<file path="config.mk">
export PLATFORM = sky130hd
export DESIGN_NAME = slurm_interlock_top
export DESIGN_NICKNAME = d
export VERILOG_FILES = /design/src/common/slurm_pkg.sv /design/src/rtl/hazard/slurm_hazard.sv /design/src/rtl/hazard/slurm_hazard_track.sv /design/src/rtl/slurm_issue.sv /design/src/rtl/slurm_interlock_top.sv
export VERILOG_INCLUDE_DIRS = /design/src /design/src/common
export SDC_FILE = /design/constraint.sdc
export NUM_CORES = 1
export LEC_CHECK = 0
export BUFFER_PORTS_ARGS = -buffer_cell sky130_fd_sc_hd__buf_4
export CAP_MARGIN = 40
export CORE_MARGIN = 2
export CORE_UTILIZATION = 59
export DETAILED_ROUTE_END_ITERATION = 10
export PLACE_DENSITY = 0.85
export SLEW_MARGIN = 0
export SYNTH_ARGS = -nofsm -noshare
export SYNTH_HDL_FRONTEND = slang
export SYNTH_SLANG_ARGS = --single-unit
</file>
<file path="constraint.sdc">
create_clock -name CLK -period 6.2 [get_ports CLK]
set_input_delay 1.55 -clock CLK [delete_from_list [all_inputs] [get_ports CLK]]
set_output_delay 1.55 -clock CLK [all_outputs]
set_load 0.01 [all_outputs]
</file>
<file path="src/common/slurm_defs.svh">
// slurm shared widths and fixed register numbers for the issue interlock

`ifndef SLURM_DEFS_SVH
`define SLURM_DEFS_SVH

// instruction word width
`define SLURM_BITS 16

// width of a register select field, sixteen registers
`define SLURM_REG_BITS 4

// register zero reads as constant, never a hazard source or target
`define SLURM_R0 4'd0

// written by a branch with link
`define SLURM_LINK_REG 4'd15

`endif

</file>
<file path="src/common/slurm_pkg.sv">
// slurm types and instruction field decoding shared by the issue interlock

`default_nettype none

`include "slurm_defs.svh"

package slurm_pkg;

	typedef logic [`SLURM_REG_BITS-1:0] reg_sel_t;

	// top nibble of the word, 9 to 15 decode as nop
	typedef enum logic [3:0] {
		NOP         = 4'd0,
		ALU_SINGLE  = 4'd1,
		ALU_REG_REG = 4'd2,
		ALU_REG_IMM = 4'd3,
		BRANCH      = 4'd4,
		LOAD        = 4'd5,
		STORE       = 4'd6,
		PEEK        = 4'd7,
		POKE        = 4'd8
	} opcode_t;

	typedef struct packed {
		opcode_t  opcode;
		reg_sel_t rd;
		reg_sel_t ra;
		reg_sel_t rb;	// rb, or imm for the immediate form
	} reg_fmt_t;

	typedef struct packed {
		opcode_t                  opcode;
		logic [3:0]               cond;	// 0 = always
		logic                     link;
		logic [`SLURM_BITS-10:0]  offset;	// rest of the word after opcode, cond, link
	} branch_fmt_t;

	typedef union packed {
		reg_fmt_t    rfmt;
		branch_fmt_t bfmt;
	} slurm_instr_u;

	// travels with an instruction through stages 1 to 3
	typedef struct packed {
		reg_sel_t dest;	// R0 when nothing is written
		logic     modifies_flags;
	} hazard_tag_t;

	function automatic reg_sel_t dest_of(slurm_instr_u i);
		case (i.rfmt.opcode)
			ALU_SINGLE, ALU_REG_REG, ALU_REG_IMM: return i.rfmt.rd;
			BRANCH:      return i.bfmt.link ? `SLURM_LINK_REG : `SLURM_R0;
			LOAD, PEEK:  return i.rfmt.rd;
			default:     return `SLURM_R0;
		endcase
	endfunction

	function automatic reg_sel_t sel_a_of(slurm_instr_u i);
		case (i.rfmt.opcode)
			ALU_SINGLE:                       return i.rfmt.rd;	// single reg op reads its own dest
			ALU_REG_REG, ALU_REG_IMM:         return i.rfmt.ra;
			LOAD, STORE, PEEK, POKE:          return i.rfmt.ra;	// address base
			default:                          return `SLURM_R0;
		endcase
	endfunction

	function automatic reg_sel_t sel_b_of(slurm_instr_u i);
		case (i.rfmt.opcode)
			ALU_REG_REG:  return i.rfmt.rb;
			STORE, POKE:  return i.rfmt.rd;	// data to be written out
			default:      return `SLURM_R0;
		endcase
	endfunction

	function automatic logic writes_flags_of(slurm_instr_u i);
		return i.rfmt.opcode inside {ALU_SINGLE, ALU_REG_REG, ALU_REG_IMM};
	endfunction

	function automatic logic uses_flags_of(slurm_instr_u i);
		return (i.bfmt.opcode == BRANCH) && (i.bfmt.cond != 4'd0);
	endfunction

endpackage

`default_nettype wire

</file>
<file path="src/rtl/hazard/slurm_hazard.sv">
// slurm hazard unit, p0 tag generation, in-flight compare and stall flag

`default_nettype none

`include "slurm_defs.svh"

module slurm_hazard import slurm_pkg::*; (
	input  wire                        CLK,
	input  wire                        RSTb,

	input  wire                        is_executing,
	input  wire                        load_pc,

	// p0 slot
	input  wire                        p0_valid,
	input  wire slurm_instr_u          p0_instr,
	input  wire [`SLURM_REG_BITS-1:0]  sel_a,
	input  wire [`SLURM_REG_BITS-1:0]  sel_b,

	// tag leaving p0 and tags still in flight
	output hazard_tag_t                tag0,
	input  wire hazard_tag_t           tag1,
	input  wire hazard_tag_t           tag2,
	input  wire hazard_tag_t           tag3,

	output logic                       hazard,
	output logic                       stall
);

	hazard_tag_t in_flight [3];
	logic        reg_hit;
	logic        flag_hit;
	logic        p0_uses_flags;

	logic stall_r;
	logic prev_stall_r;

	// what p0 will write once it issues
	assign tag0.dest           = dest_of(p0_instr);
	assign tag0.modifies_flags = writes_flags_of(p0_instr);

	assign in_flight[0] = tag1;
	assign in_flight[1] = tag2;
	assign in_flight[2] = tag3;

	assign p0_uses_flags = uses_flags_of(p0_instr);

	always_comb begin
		reg_hit  = 1'b0;
		flag_hit = 1'b0;
		for (int k = 0; k < 3; k++) begin
			if (sel_a != `SLURM_R0 && sel_a == in_flight[k].dest)
				reg_hit = 1'b1;
			if (sel_b != `SLURM_R0 && sel_b == in_flight[k].dest)
				reg_hit = 1'b1;
			if (in_flight[k].modifies_flags)
				flag_hit = 1'b1;
		end
	end

	// hold p0 until every conflicting writer has left stage 3
	assign hazard = p0_valid && (reg_hit || (p0_uses_flags && flag_hit));

	// stall_r follows hazard only while executing, prev_stall_r stretches it one cycle
	always_ff @(posedge CLK) begin
		if (!RSTb) begin
			stall_r      <= 1'b0;
			prev_stall_r <= 1'b0;
		end else if (load_pc) begin
			stall_r      <= 1'b0;
			prev_stall_r <= 1'b0;
		end else begin
			prev_stall_r <= stall_r;
			if (is_executing)
				stall_r <= hazard;	// set on hazard, cleared once it is gone
		end
	end

	assign stall = stall_r || prev_stall_r;

	// stall can only come up from a hazard seen while executing
	a_stall_needs_hazard: assert property (
		@(posedge CLK) disable iff (!RSTb)
		$rose(stall) |-> $past(hazard && is_executing)
	) else $error("stall rose without a hazard in the previous cycle");

endmodule

`default_nettype wire

</file>
<file path="src/rtl/hazard/slurm_hazard_track.sv">
// slurm hazard tag pipeline, carries p0 tags through stages 1 to 3

`default_nettype none

`include "slurm_defs.svh"

module slurm_hazard_track import slurm_pkg::*; (
	input  wire              CLK,
	input  wire              RSTb,

	input  wire              load_pc,
	input  wire              issue,	// p0 leaves the slot this cycle

	input  wire hazard_tag_t tag0,
	output hazard_tag_t      tag1,
	output hazard_tag_t      tag2,
	output hazard_tag_t      tag3
);

	// a bubble writes nothing and touches no flags
	localparam hazard_tag_t TAG_EMPTY = '{dest: `SLURM_R0, modifies_flags: 1'b0};

	always_ff @(posedge CLK) begin
		if (!RSTb || load_pc) begin
			tag1 <= TAG_EMPTY;
			tag2 <= TAG_EMPTY;
			tag3 <= TAG_EMPTY;
		end else begin
			tag1 <= issue ? tag0 : TAG_EMPTY;	// bubble when p0 held or empty
			tag2 <= tag1;
			tag3 <= tag2;	// tag3 falls off next cycle
		end
	end

	// a flush leaves nothing in flight for the next instruction
	a_flush_clears_tags: assert property (
		@(posedge CLK) disable iff (!RSTb)
		load_pc |=> (tag1 == TAG_EMPTY && tag2 == TAG_EMPTY && tag3 == TAG_EMPTY)
	) else $error("hazard tags not empty after load_pc");

endmodule

`default_nettype wire

</file>
<file path="src/rtl/slurm_issue.sv">
// slurm p0 issue slot, one-entry holding register between fetch and execute

`default_nettype none

`include "slurm_defs.svh"

module slurm_issue import slurm_pkg::*; (
	input  wire                        CLK,
	input  wire                        RSTb,

	// instruction stream in
	input  wire                        in_valid,
	input  wire slurm_instr_u          in_instr,
	output logic                       in_ready,

	input  wire                        hazard,
	input  wire                        load_pc,

	// p0 contents for the hazard unit
	output logic                       p0_valid,
	output slurm_instr_u               p0_instr,
	output logic [`SLURM_REG_BITS-1:0] sel_a,
	output logic [`SLURM_REG_BITS-1:0] sel_b,

	// issued instruction, execute always takes it
	output logic                       out_valid,
	output slurm_instr_u               out_instr
);

	logic take;

	// issue whenever p0 holds something the tags do not block
	assign out_valid = p0_valid && !hazard && !load_pc;
	assign out_instr = p0_instr;

	// room when empty or when the current entry leaves this cycle
	assign in_ready = !p0_valid || out_valid;
	assign take     = in_valid && in_ready;

	always_ff @(posedge CLK) begin
		if (!RSTb) begin
			p0_valid <= 1'b0;
		end else if (load_pc) begin
			p0_valid <= 1'b0;	// beat taken now is from the old stream, drop it too
		end else if (take) begin
			p0_valid <= 1'b1;
		end else if (out_valid) begin
			p0_valid <= 1'b0;
		end
	end

	always_ff @(posedge CLK) begin
		if (take)
			p0_instr <= in_instr;
	end

	// registers p0 will read
	assign sel_a = sel_a_of(p0_instr);
	assign sel_b = sel_b_of(p0_instr);

	// a held instruction must not change under the hazard unit
	a_p0_stable: assert property (
		@(posedge CLK) disable iff (!RSTb)
		(p0_valid && !out_valid && !load_pc) |=> $stable(p0_instr)
	) else $error("p0_instr changed while held");

endmodule

`default_nettype wire

</file>
<file path="src/rtl/slurm_interlock_top.sv">
// slurm issue interlock top, issue slot with hazard unit and tag pipeline

`default_nettype none

`include "slurm_defs.svh"

module slurm_interlock_top import slurm_pkg::*; (
	input  wire               CLK,
	input  wire               RSTb,

	input  wire               is_executing,
	input  wire               load_pc,

	input  wire               in_valid,
	input  wire slurm_instr_u in_instr,
	output logic              in_ready,

	output logic              out_valid,
	output slurm_instr_u      out_instr,

	output logic              stall
);

	logic                       hazard;
	logic                       p0_valid;
	slurm_instr_u               p0_instr;
	logic [`SLURM_REG_BITS-1:0] sel_a;
	logic [`SLURM_REG_BITS-1:0] sel_b;
	hazard_tag_t                tag0;
	hazard_tag_t                tag1;
	hazard_tag_t                tag2;
	hazard_tag_t                tag3;

	slurm_issue issue0 (
		.CLK       (CLK),
		.RSTb      (RSTb),
		.in_valid  (in_valid),
		.in_instr  (in_instr),
		.in_ready  (in_ready),
		.hazard    (hazard),
		.load_pc   (load_pc),
		.p0_valid  (p0_valid),
		.p0_instr  (p0_instr),
		.sel_a     (sel_a),
		.sel_b     (sel_b),
		.out_valid (out_valid),
		.out_instr (out_instr)
	);

	slurm_hazard hazard0 (
		.CLK          (CLK),
		.RSTb         (RSTb),
		.is_executing (is_executing),
		.load_pc      (load_pc),
		.p0_valid     (p0_valid),
		.p0_instr     (p0_instr),
		.sel_a        (sel_a),
		.sel_b        (sel_b),
		.tag0         (tag0),
		.tag1         (tag1),
		.tag2         (tag2),
		.tag3         (tag3),
		.hazard       (hazard),
		.stall        (stall)
	);

	// tag of p0 enters stage 1 only in the cycle it issues
	slurm_hazard_track track0 (
		.CLK     (CLK),
		.RSTb    (RSTb),
		.load_pc (load_pc),
		.issue   (out_valid),
		.tag0    (tag0),
		.tag1    (tag1),
		.tag2    (tag2),
		.tag3    (tag3)
	);

endmodule

`default_nettype wire

</file>
==> impl_metrics.ini, run 1 <==
[global_routing]
grt_pass1_vias = 1477
antenna_found_initial = 0
grt_max_degree = 21
grt-ovfl-total = 0
grt_usage_pct = 24.90
grt_pass1_wl_um = 6817

[pwr]
p_int_uw = 395.1
p_sw_uw = 158.0
switching_share_pct = 28.56
power.leakage_nw = 1.032
combPwrFrac_pct = 23.3
ir_drop_mv = 0.1587
clkPwrFrac_pct = 28.0
pwr-share-seq_pct = 48.7
p_per_area_mw_per_mm2 = 233.2

[clock_tree]
clockBufferDepth = 2
cts_setup_buffers = 0
cts_root_buf = clkbuf_4
cts_tree = done
ctsResizeCount = 0
holdBufCountCts = 0
cts_sinks = 34
cts_buffers = 5
clk_pin_slew_ns = 0.10
clk_latency_ns = 0.33
htreeDepth = 2

[die]
die_y_um = 61.92
die_x_um = 61.92
floorplan.initialDensity_pct = 60.27
core-area_sq_mm = 0.003284
rows = 21
die-area_sq_mm = 0.003834
io_pins = 40

[critical_path]
cpPeakStageDelay_ns = 0.70
critical_path_class = flip-flop to output port
cp_max_fo = 18
cp_top_family = compound AO/OA/AOI/OAI gates
crit_path_cell_trace = a21o_1, and2_1, or3_1, a2111oi_0, a211oi_1, o21ai_2, or2_1, o21ai_1, buf_4
required_ns = 4.65
critPathSlowestCell = edfxtp_1
arrival_ns = 3.22
endpoint_kind = output port
crit_buf_inv = 1
critPathLaunchType = flip-flop

[yosys]
synthArstFlopShare_pct = 0
yosys_register_bits = 34
netlist_area_sq_mm = 0.001979
synth-edff-count = 16
synth_nets = 217
synthDistinctLibCells = 41
postSynthAreaPerCell_sq_um = 10.10
synth_warnings = 0
synth_cells = 196
ys_seq_area_share_pct = 42.48
synth_ff_type = dfxtp_1

[route]
postRouteAntennaNets = 0
avgViaCountPerCell = 5.703
highest_layer = met4
drt_iter0_markers = 104
vias = 1614
drt-pass1-iter-count = 4
wl_um = 4150
post_drt_wl_per_cell_um = 14.66
wirelength_met1_um = 1970
drc = 0
wl_met3_um = 257
met2WireLength_um = 1818

[cells_and_area]
layout_commonest_cell = buf_4
n_antenna_cell = 0
fin_nets = 257
syn_to_final_growth_pct = 19.78
stdcell_area_sq_mm = 0.002371
mostFrequentLayoutCells = buf_4 (40), dfxtp_1 (18), a21oi_1 (17)
fillers = 241
drive_gt1_share_pct = 23.21

[placed_design]
placed_area_sq_mm = 0.002296
port_buffers = 39
gp_congestion = 0.8910
place_hpwl_um = 3176

[sta]
slew_violations = 0
rsz0062_at_grt = no
fin_crit_ns = 4.775
max_freq_mhz = 209.4
worst_slew_pin_slew_ns = 0.7617
setup_viol = 0
finalSetupTns_ns = 0
skew_ns = 0.01253
finalHoldViolations = 0
finalCritPeriodShare_pct = 77.01
maxSlewHeadroom_pct = 49.12

[run_status]
status = finished clean

[worst_hold_path]
hp-class = flip-flop to flip-flop

[job]
cap_violations = 0
[flip-flops by register name, summed over array words and instances (netlist names)]
register / flops
hazard0.stall_r: 1
track0.tag3: 5
issue0.p0_valid: 1
hazard0.prev_stall_r: 1
track0.tag2: 5
issue0.out_instr: 16
track0.tag1: 5
[area by class of cell]
type,instances,area [sq um],area share (%)
clock buffers,6,41.29,1.741
flip-flops and latches,34,840.8,35.46
inverters,12,45.04,1.900
clock inverters,2,33.78,1.425
well taps,46,57.56,2.427
multi-input cells,143,1052,44.38
repair buffers,40,300.3,12.66
[Yosys cell counts (4+ instances only)]
master     n  share of area [%]
xor2_1     5                2.2
xnor2_1    7                3.1
nor2b_1    5                1.6
nor2_1     6                1.1
nand2_1    8                1.5
a21oi_1   17                4.3
o21ai_0    4                1.0
and2_1    12                3.8
inv_1     12                2.3
nand3b_1   5                1.9
nor4_1     7                2.2
o32ai_4    4                5.6
edfxtp_1  16                 24
and3b_1    8                3.5
a211oi_1  10                3.8
dfxtp_1   18                 18
and3_1     9                2.8
mux2i_1    4                2.0
[kinds of logic (layout without fill, tap and decap cells)]
logic type	after synthesis	count (layout)	synth area share (%)
XOR/XNOR	12	12	5.310
AND/OR/NAND/NOR	75	75	24.34
multiplexers	4	4	2.023
buffers and inverters	19	60	4.361
AO/OA/AOI/OAI	52	52	21.49
flip-flops	34	34	42.48
[per-layer routing]
| layer | vias to the layer above | global-route usage, % |
|---|---|---|
| met5 | - | 0 |
| met4 | 0 | 11.25 |
| met3 | 12 | 6.832 |
| met2 | 56 | 36.54 |
| met1 | 737 | 34.38 |
| li1 | 809 | - |
[worst reg2reg max path, stage by stage, from the launching register on]
cell       delay, ns
edfxtp_1        0.70
a21o_1          0.42
and2_1          0.22
or3_1           0.35
a2111oi_0       0.45
a211oi_1        0.11
o21ai_2         0.26
or2_1           0.17
o22ai_1         0.08
buf_4           0.21
[per-stage QoR]
step / worst slack [ns] / util, % / hold WS [ns] / total power, mW / cells
after floorplan: 2.349 / - / 0.4202 / 0.3591 / 196
after global placement: 1.915 / 69.90 / 0.4379 / 0.4002 / 275
after detailed placement: 1.816 / 69.90 / 0.4434 / 0.4023 / 275
after CTS: 1.431 / 72.19 / 0.4618 / 0.5575 / 283
after global routing: 1.142 / 72.19 / 0.5020 / 0.5831 / 283
final: 1.425 / 72.19 / 0.4575 / 0.5530 / 283
[worst paths after layout]
path	start	end	slack, ns	cells past startpoint
setup / recovery	issue0.out_instr[12]	in_ready	1.43	9
hold / removal	hazard0.stall_r	hazard0.prev_stall_r	0.46	2
setup reg to reg	issue0.out_instr[12]	issue0.out_instr[1]	2.97	9
hold reg to reg	hazard0.stall_r	hazard0.prev_stall_r	0.46	2
[power by group through the flow]
stage | sequential (mW) | combinational (mW) | clock [mW]
finish | 0.269 | 0.129 | 0.155
global route | 0.272 | 0.143 | 0.168
CTS | 0.269 | 0.129 | 0.160
detailed placement | 0.274 | 0.128 | 0
global placement | 0.273 | 0.127 | 0
floorplan | 0.269 | 0.0904 | 0
No activity file was read; power rests on OpenSTA's default activity.
==> run 2: changes to the inputs <==
- ABC_AREA: unset -> 1
- CORE_UTILIZATION: 59 -> 53
- PLACE_DENSITY: 0.85 -> 0.78
- clock period: 6.2 -> 4.6 ns (I/O delays scaled with it)
==> impl_metrics.ini, run 2 <==
[route]
drt-pass1-iter-count = 4
postRouteAntennaNets = 0
wl_um = 3938
drt_iter0_markers = 123
vias = 1642
drc = 0
avgViaCountPerCell = 5.021
post_drt_wl_per_cell_um = 12.04

[yosys]
synthDistinctLibCells = 22
synth.area.top_cells = edfxtp_1 (26%), dfxtp_1 (20%), nand2_1 (14%)
synth_top_area_share_pct = 26.39
netlist_area_sq_mm = 0.001820
synth_cells = 234
synthArstFlopShare_pct = 0
postSynthAreaPerCell_sq_um = 7.780
synth_top_area_cell = edfxtp_1
synth_ff_type = dfxtp_1
synth_warnings = 0
yosys_register_bits = 34
ys_seq_area_share_pct = 46.19
yosysMostFrequentCell = nand2_1
synth.top_cells.by_count = nand2_1 (69), nand3_1 (32), nor2_1 (28)
synth-edff-count = 16
synth_nets = 255

[cells_and_area]
drive_gt1_share_pct = 29.18
layout_commonest_cell = nand2_1
stdcell_area_sq_mm = 0.002225
mostFrequentLayoutCells = nand2_1 (69), buf_4 (40), nand3_1 (32)
n_antenna_cell = 0
largest_register_ffs = 16
syn_to_final_growth_pct = 22.20
fillers = 309
fin_nets = 301

[clock_tree]
cts_tree = done
cts_sinks = 34
clk_pin_slew_ns = 0.10
clockBufferDepth = 2
clk_latency_ns = 0.32
htreeDepth = 2
cts_setup_buffers = 0
cts_root_buf = clkbuf_4
cts_buffers = 5
ctsResizeCount = 0
holdBufCountCts = 0

[die]
die_x_um = 62.61
die-area_sq_mm = 0.003920
io_pins = 40
floorplan.initialDensity_pct = 54.99
rows = 21
die_y_um = 62.61
core-area_sq_mm = 0.003311

[placed_design]
gp_congestion = 0.9408
placed_area_sq_mm = 0.002175
port_buffers = 39
place_hpwl_um = 3163

[critical_path]
endpoint_kind = output port
cp_common_cell = nand2_1
required_ns = 3.45
r2r_start = issue0.out_instr[14]
critical_path_class = flip-flop to output port
cpPeakStageDelay_ns = 0.47
crit_path_cell_trace = inv_2, nand2_1, nor3_1, nand2_1, nand2_4, nand2_1, nand2_1, nor2_1, nand2_1, nand3_1, a21oi_2, nand3_2, nand2_2, buf_4
critPathSlowestCell = edfxtp_1
r2r_setup_slack_ns = 2.08
arrival_ns = 2.35
worst-r2r-cell-count = 14
rr_endpoint = issue0.out_instr[5]
critPathLaunchType = flip-flop
startpoint = issue0.out_instr[14]
cp_max_fo = 5

[global_routing]
grt_max_degree = 17
grt_pass1_wl_um = 6679
antenna_found_initial = 0
grt_pass1_vias = 1548
grt_usage_pct = 21.45
grt-ovfl-total = 0

[sta]
slew_violations = 0
worst_slew_pin_slew_ns = 0.4956
max_freq_mhz = 285.3
maxSlewHeadroom_pct = 66.88
finalCritPeriodShare_pct = 76.19
finalSetupTns_ns = 0
fin_crit_ns = 3.505
rsz0062_at_grt = no
finalHoldViolations = 0
skew_ns = 0.007467
setup_viol = 0

[pwr]
power.leakage_nw = 1.030
ir_drop_mv = 0.2029
p_per_area_mw_per_mm2 = 267.4

[run_status]
status = finished clean

[job]
cap_violations = 0

[worst_hold_path]
hp-class = flip-flop to flip-flop
hold_start = track0.tag2[0]
min_delay_worst_endpoint = track0.tag3[0]
min_path_cells = 2
[run 2: how the worst max path moves through the flow]
stage                end  slack [ns]  cells past startpoint
4_1_cts         in_ready        1.09                     14
6_report        in_ready        1.10                     14
3_3_place_gp   out_valid        1.45                     14
5_1_grt         in_ready        0.85                     14
2_1_floorplan  out_valid        1.77                     13
3_5_place_dp    in_ready        1.47                     14
[run 2: cells by family after synthesis]
family	count (synthesis)	share of synthesized area, %
compound gates	14	6.048
buf+inv	25	5.154
simple gates	161	42.61
flops	34	46.19
[run 2: worst max-delay path: cells and delay by family (launching register included)]
family                 cells  cell delay, ns
AO/OA/AOI/OAI              1            0.20
buffers and inverters      2            0.22
flip-flops                 1            0.47
AND/OR/NAND/NOR           11            1.14
[run 2: through the flow]
step                      hold WS, ns  instances  utilization, %  setup slack [ns]  total power, mW
after floorplan                0.4084        234               -             1.768           0.4100
after global placement         0.4176        319           65.68             1.445           0.4507
after detailed placement       0.4196        319           65.68             1.467           0.4523
after CTS                      0.4365        327           67.20             1.093           0.6018
after global routing           0.4829        327           67.20            0.8501           0.6243
final                          0.4342        327           67.20             1.095           0.5949
[run 2: layout make-up]
type                            instances  area, sq um  area share (%)
Inverter                               24        90.09           4.050
Sequential cell                        34        840.8           37.80
Multi-Input combinational cell        175        885.9           39.82
Clock inverter                          2        8.758          0.3937
Tap cell                               46        57.56           2.587
Timing Repair Buffer                   40        300.3           13.50
Clock buffer                            6        41.29           1.856
[run 2: power breakdown]
group / total, mW / internal (mW) / switching [mW] / leakage, nW
Combinational: 0.107 / 0.0460 / 0.0607 / 0.701
Clock: 0.149 / 0.0574 / 0.0919 / 0.0297
Sequential: 0.339 / 0.328 / 0.0110 / 0.300
Total: 0.595 / 0.431 / 0.164 / 1.03
[run 2: metal layers]
| metal | track usage (%) | share of wire (%) | vias up |
|---|---|---|---|
| met2 | 34.68 | 47 | 60 |
| met4 | 9.444 | 0.89 | 0 |
| met3 | 3.964 | 5.4 | 4 |
| met5 | 0 | 0 | - |
| li1 | - | - | 847 |
| met1 | 28.11 | 47 | 731 |
==> run 3: changes to the inputs <==
- ABC_AREA: 1 -> 0
- CORE_UTILIZATION: 53 -> 49
- PLACE_DENSITY: 0.78 -> 0.75
- clock period: 4.6 -> 3.04 ns (I/O delays scaled with it)
==> impl_metrics.ini, run 3 (synthesized netlist as in run 1, its figures left out) <==
[run_status]
status = complete, but fails checks
violations = negative setup slack

[critical_path]
startpoint = issue0.out_instr[15]
endpoint_kind = output port
critical_path_class = flip-flop to output port
r2r_start = issue0.out_instr[15]
arrival_ns = 2.74
worstSetupEndpoint = out_valid
critPathLaunchType = flip-flop
cp_max_fo = 9
rr_endpoint = issue0.out_instr[11]
r2r_setup_slack_ns = 0.05
worst-r2r-cell-count = 12
required_ns = 2.28

[sta]
finalHoldViolations = 0
fin_ws_ns = -0.4613
skew_ns = 0.01388
rsz0062_at_grt = yes
finalCritPeriodShare_pct = 115.2
max_freq_mhz = 285.6
finalSetupTns_ns = -0.9197
setup_viol = 2
fin_crit_ns = 3.501
worst_slew_pin_slew_ns = 0.7802
maxSlewHeadroom_pct = 47.88
slew_violations = 0

[global_routing]
grt_pass1_vias = 1844
grt_usage_pct = 26.12
antenna_found_initial = 0
top_usage_layer = met2
grt-ovfl-total = 0
grt_pass1_wl_um = 8625
grt.met1_usage_pct = 31.82
grtUsageMet2_pct = 43.01
grt_use_met3_pct = 6.833
grt_max_degree = 17

[route]
avgViaCountPerCell = 5.921
drt-pass1-iter-count = 6
post_drt_wl_per_cell_um = 17.87
vias = 1942
drt_iter0_markers = 126
wl_um = 5861
postRouteAntennaNets = 0
drc = 0

[pwr]
p_total_mw = 1.330
ir_drop_mv = 0.4420
power.leakage_nw = 1.285
p_per_area_mw_per_mm2 = 458.2

[placed_design]
place_hpwl_um = 3611
port_buffers = 39
gp_congestion = 0.8865

[cells_and_area]
mostFrequentLayoutCells = buf_4 (75), dfxtp_1 (18), a21oi_1 (17)
layout_commonest_cell = buf_4
drive_gt1_share_pct = 43.88
largest_register_ffs = 16
fin_nets = 298
syn_to_final_growth_pct = 46.59
n_antenna_cell = 0

[clock_tree]
cts_root_buf = clkbuf_8
htreeDepth = 2
holdBufCountCts = 0
cts_buffers = 5
clk_pin_slew_ns = 0.08
cts_sinks = 34
clockBufferDepth = 2
cts_tree = done
clk_latency_ns = 0.30

[die]
io_pins = 40
floorplan.initialDensity_pct = 50.21
die_y_um = 67.56
die-area_sq_mm = 0.004564
rows = 23
die_x_um = 67.56
core-area_sq_mm = 0.003943

[worst_hold_path]
min_path_cells = 1
hp-class = flip-flop to flip-flop

[job]
cap_violations = 0
## run 3: cell types whose count changed in the layout (fill, tap and decap cells not counted), sizes merged, moves of 10 or more
cell and change:
nand2 -77, buf +40, nand3 -32, nor2 -29
and2 +12, inv -11, a211oi +10
## run 3: critical path: stages, from the launching register on
cell and delay [ns]:
edfxtp_1 0.47, buf_6 0.18, buf_6 0.11, nand3b_1 0.19, a21o_1 0.23, a211oi_2 0.32
a2111oi_4 0.09, a211oi_2 0.19, o21ai_2 0.12, buf_6 0.14, nor4b_4 0.23, buf_4 0.17
## run 3: how the worst min path moves through the flow
stage	from	end
after floorplan	hazard0.stall_r	hazard0.prev_stall_r
after global placement	hazard0.stall_r	hazard0.prev_stall_r
after detailed placement	track0.tag1[0]	track0.tag2[0]
after CTS	hazard0.stall_r	hazard0.prev_stall_r
after global routing	track0.tag2[0]	track0.tag3[0]
final	track0.tag1[0]	track0.tag2[0]
## run 3: what timing repair did
item	in CTS	in global routing
gates cloned	0	1
pin swaps	15	12
setup endpoints to repair	2	18
setup buffers	12	5
resized for setup	19	19
## run 3: metal layers
metal | up-vias | part of all wire [%]
li1 | 894 | -
met1 | 915 | 40
met2 | 110 | 49
met3 | 23 | 7.4
met4 | 0 | 3.3
met5 | - | 0
## run 3: metrics by stage
stage / area (sq um) / setup WS (ns) / utilization, % / hold slack [ns] / instances
4_1_cts: 2725 / -0.4891 / 69.12 / 0.4578 / 322
6_report: 2902 / -0.4613 / 73.60 / 0.4605 / 328
3_5_place_dp: 2496 / -0.2870 / 63.31 / 0.4429 / 302
3_3_place_gp: 2496 / -0.2867 / 63.31 / 0.4322 / 302
2_1_floorplan: 1989 / 0.002601 / - / 0.4202 / 196
5_1_grt: 2902 / -0.5887 / 73.60 / 0.4768 / 328
## run 3: where the power goes
part | leakage [nW] | switching, mW | internal (mW) | total (mW)
logic | 0.938 | 0.219 | 0.246 | 0.465
registers | 0.301 | 0.0236 | 0.509 | 0.532
clock network | 0.0459 | 0.175 | 0.157 | 0.332
## run 3: area by class of cell
cell class                 count  area (sq um)
clock buffer                   5         68.82
clock inverter                 3         15.01
fill                         260          1041
inverter                      12         45.04
multi-input combinational    143          1216
sequential                    34         840.8
tap                           50         62.56
timing repair buffer          81         653.1
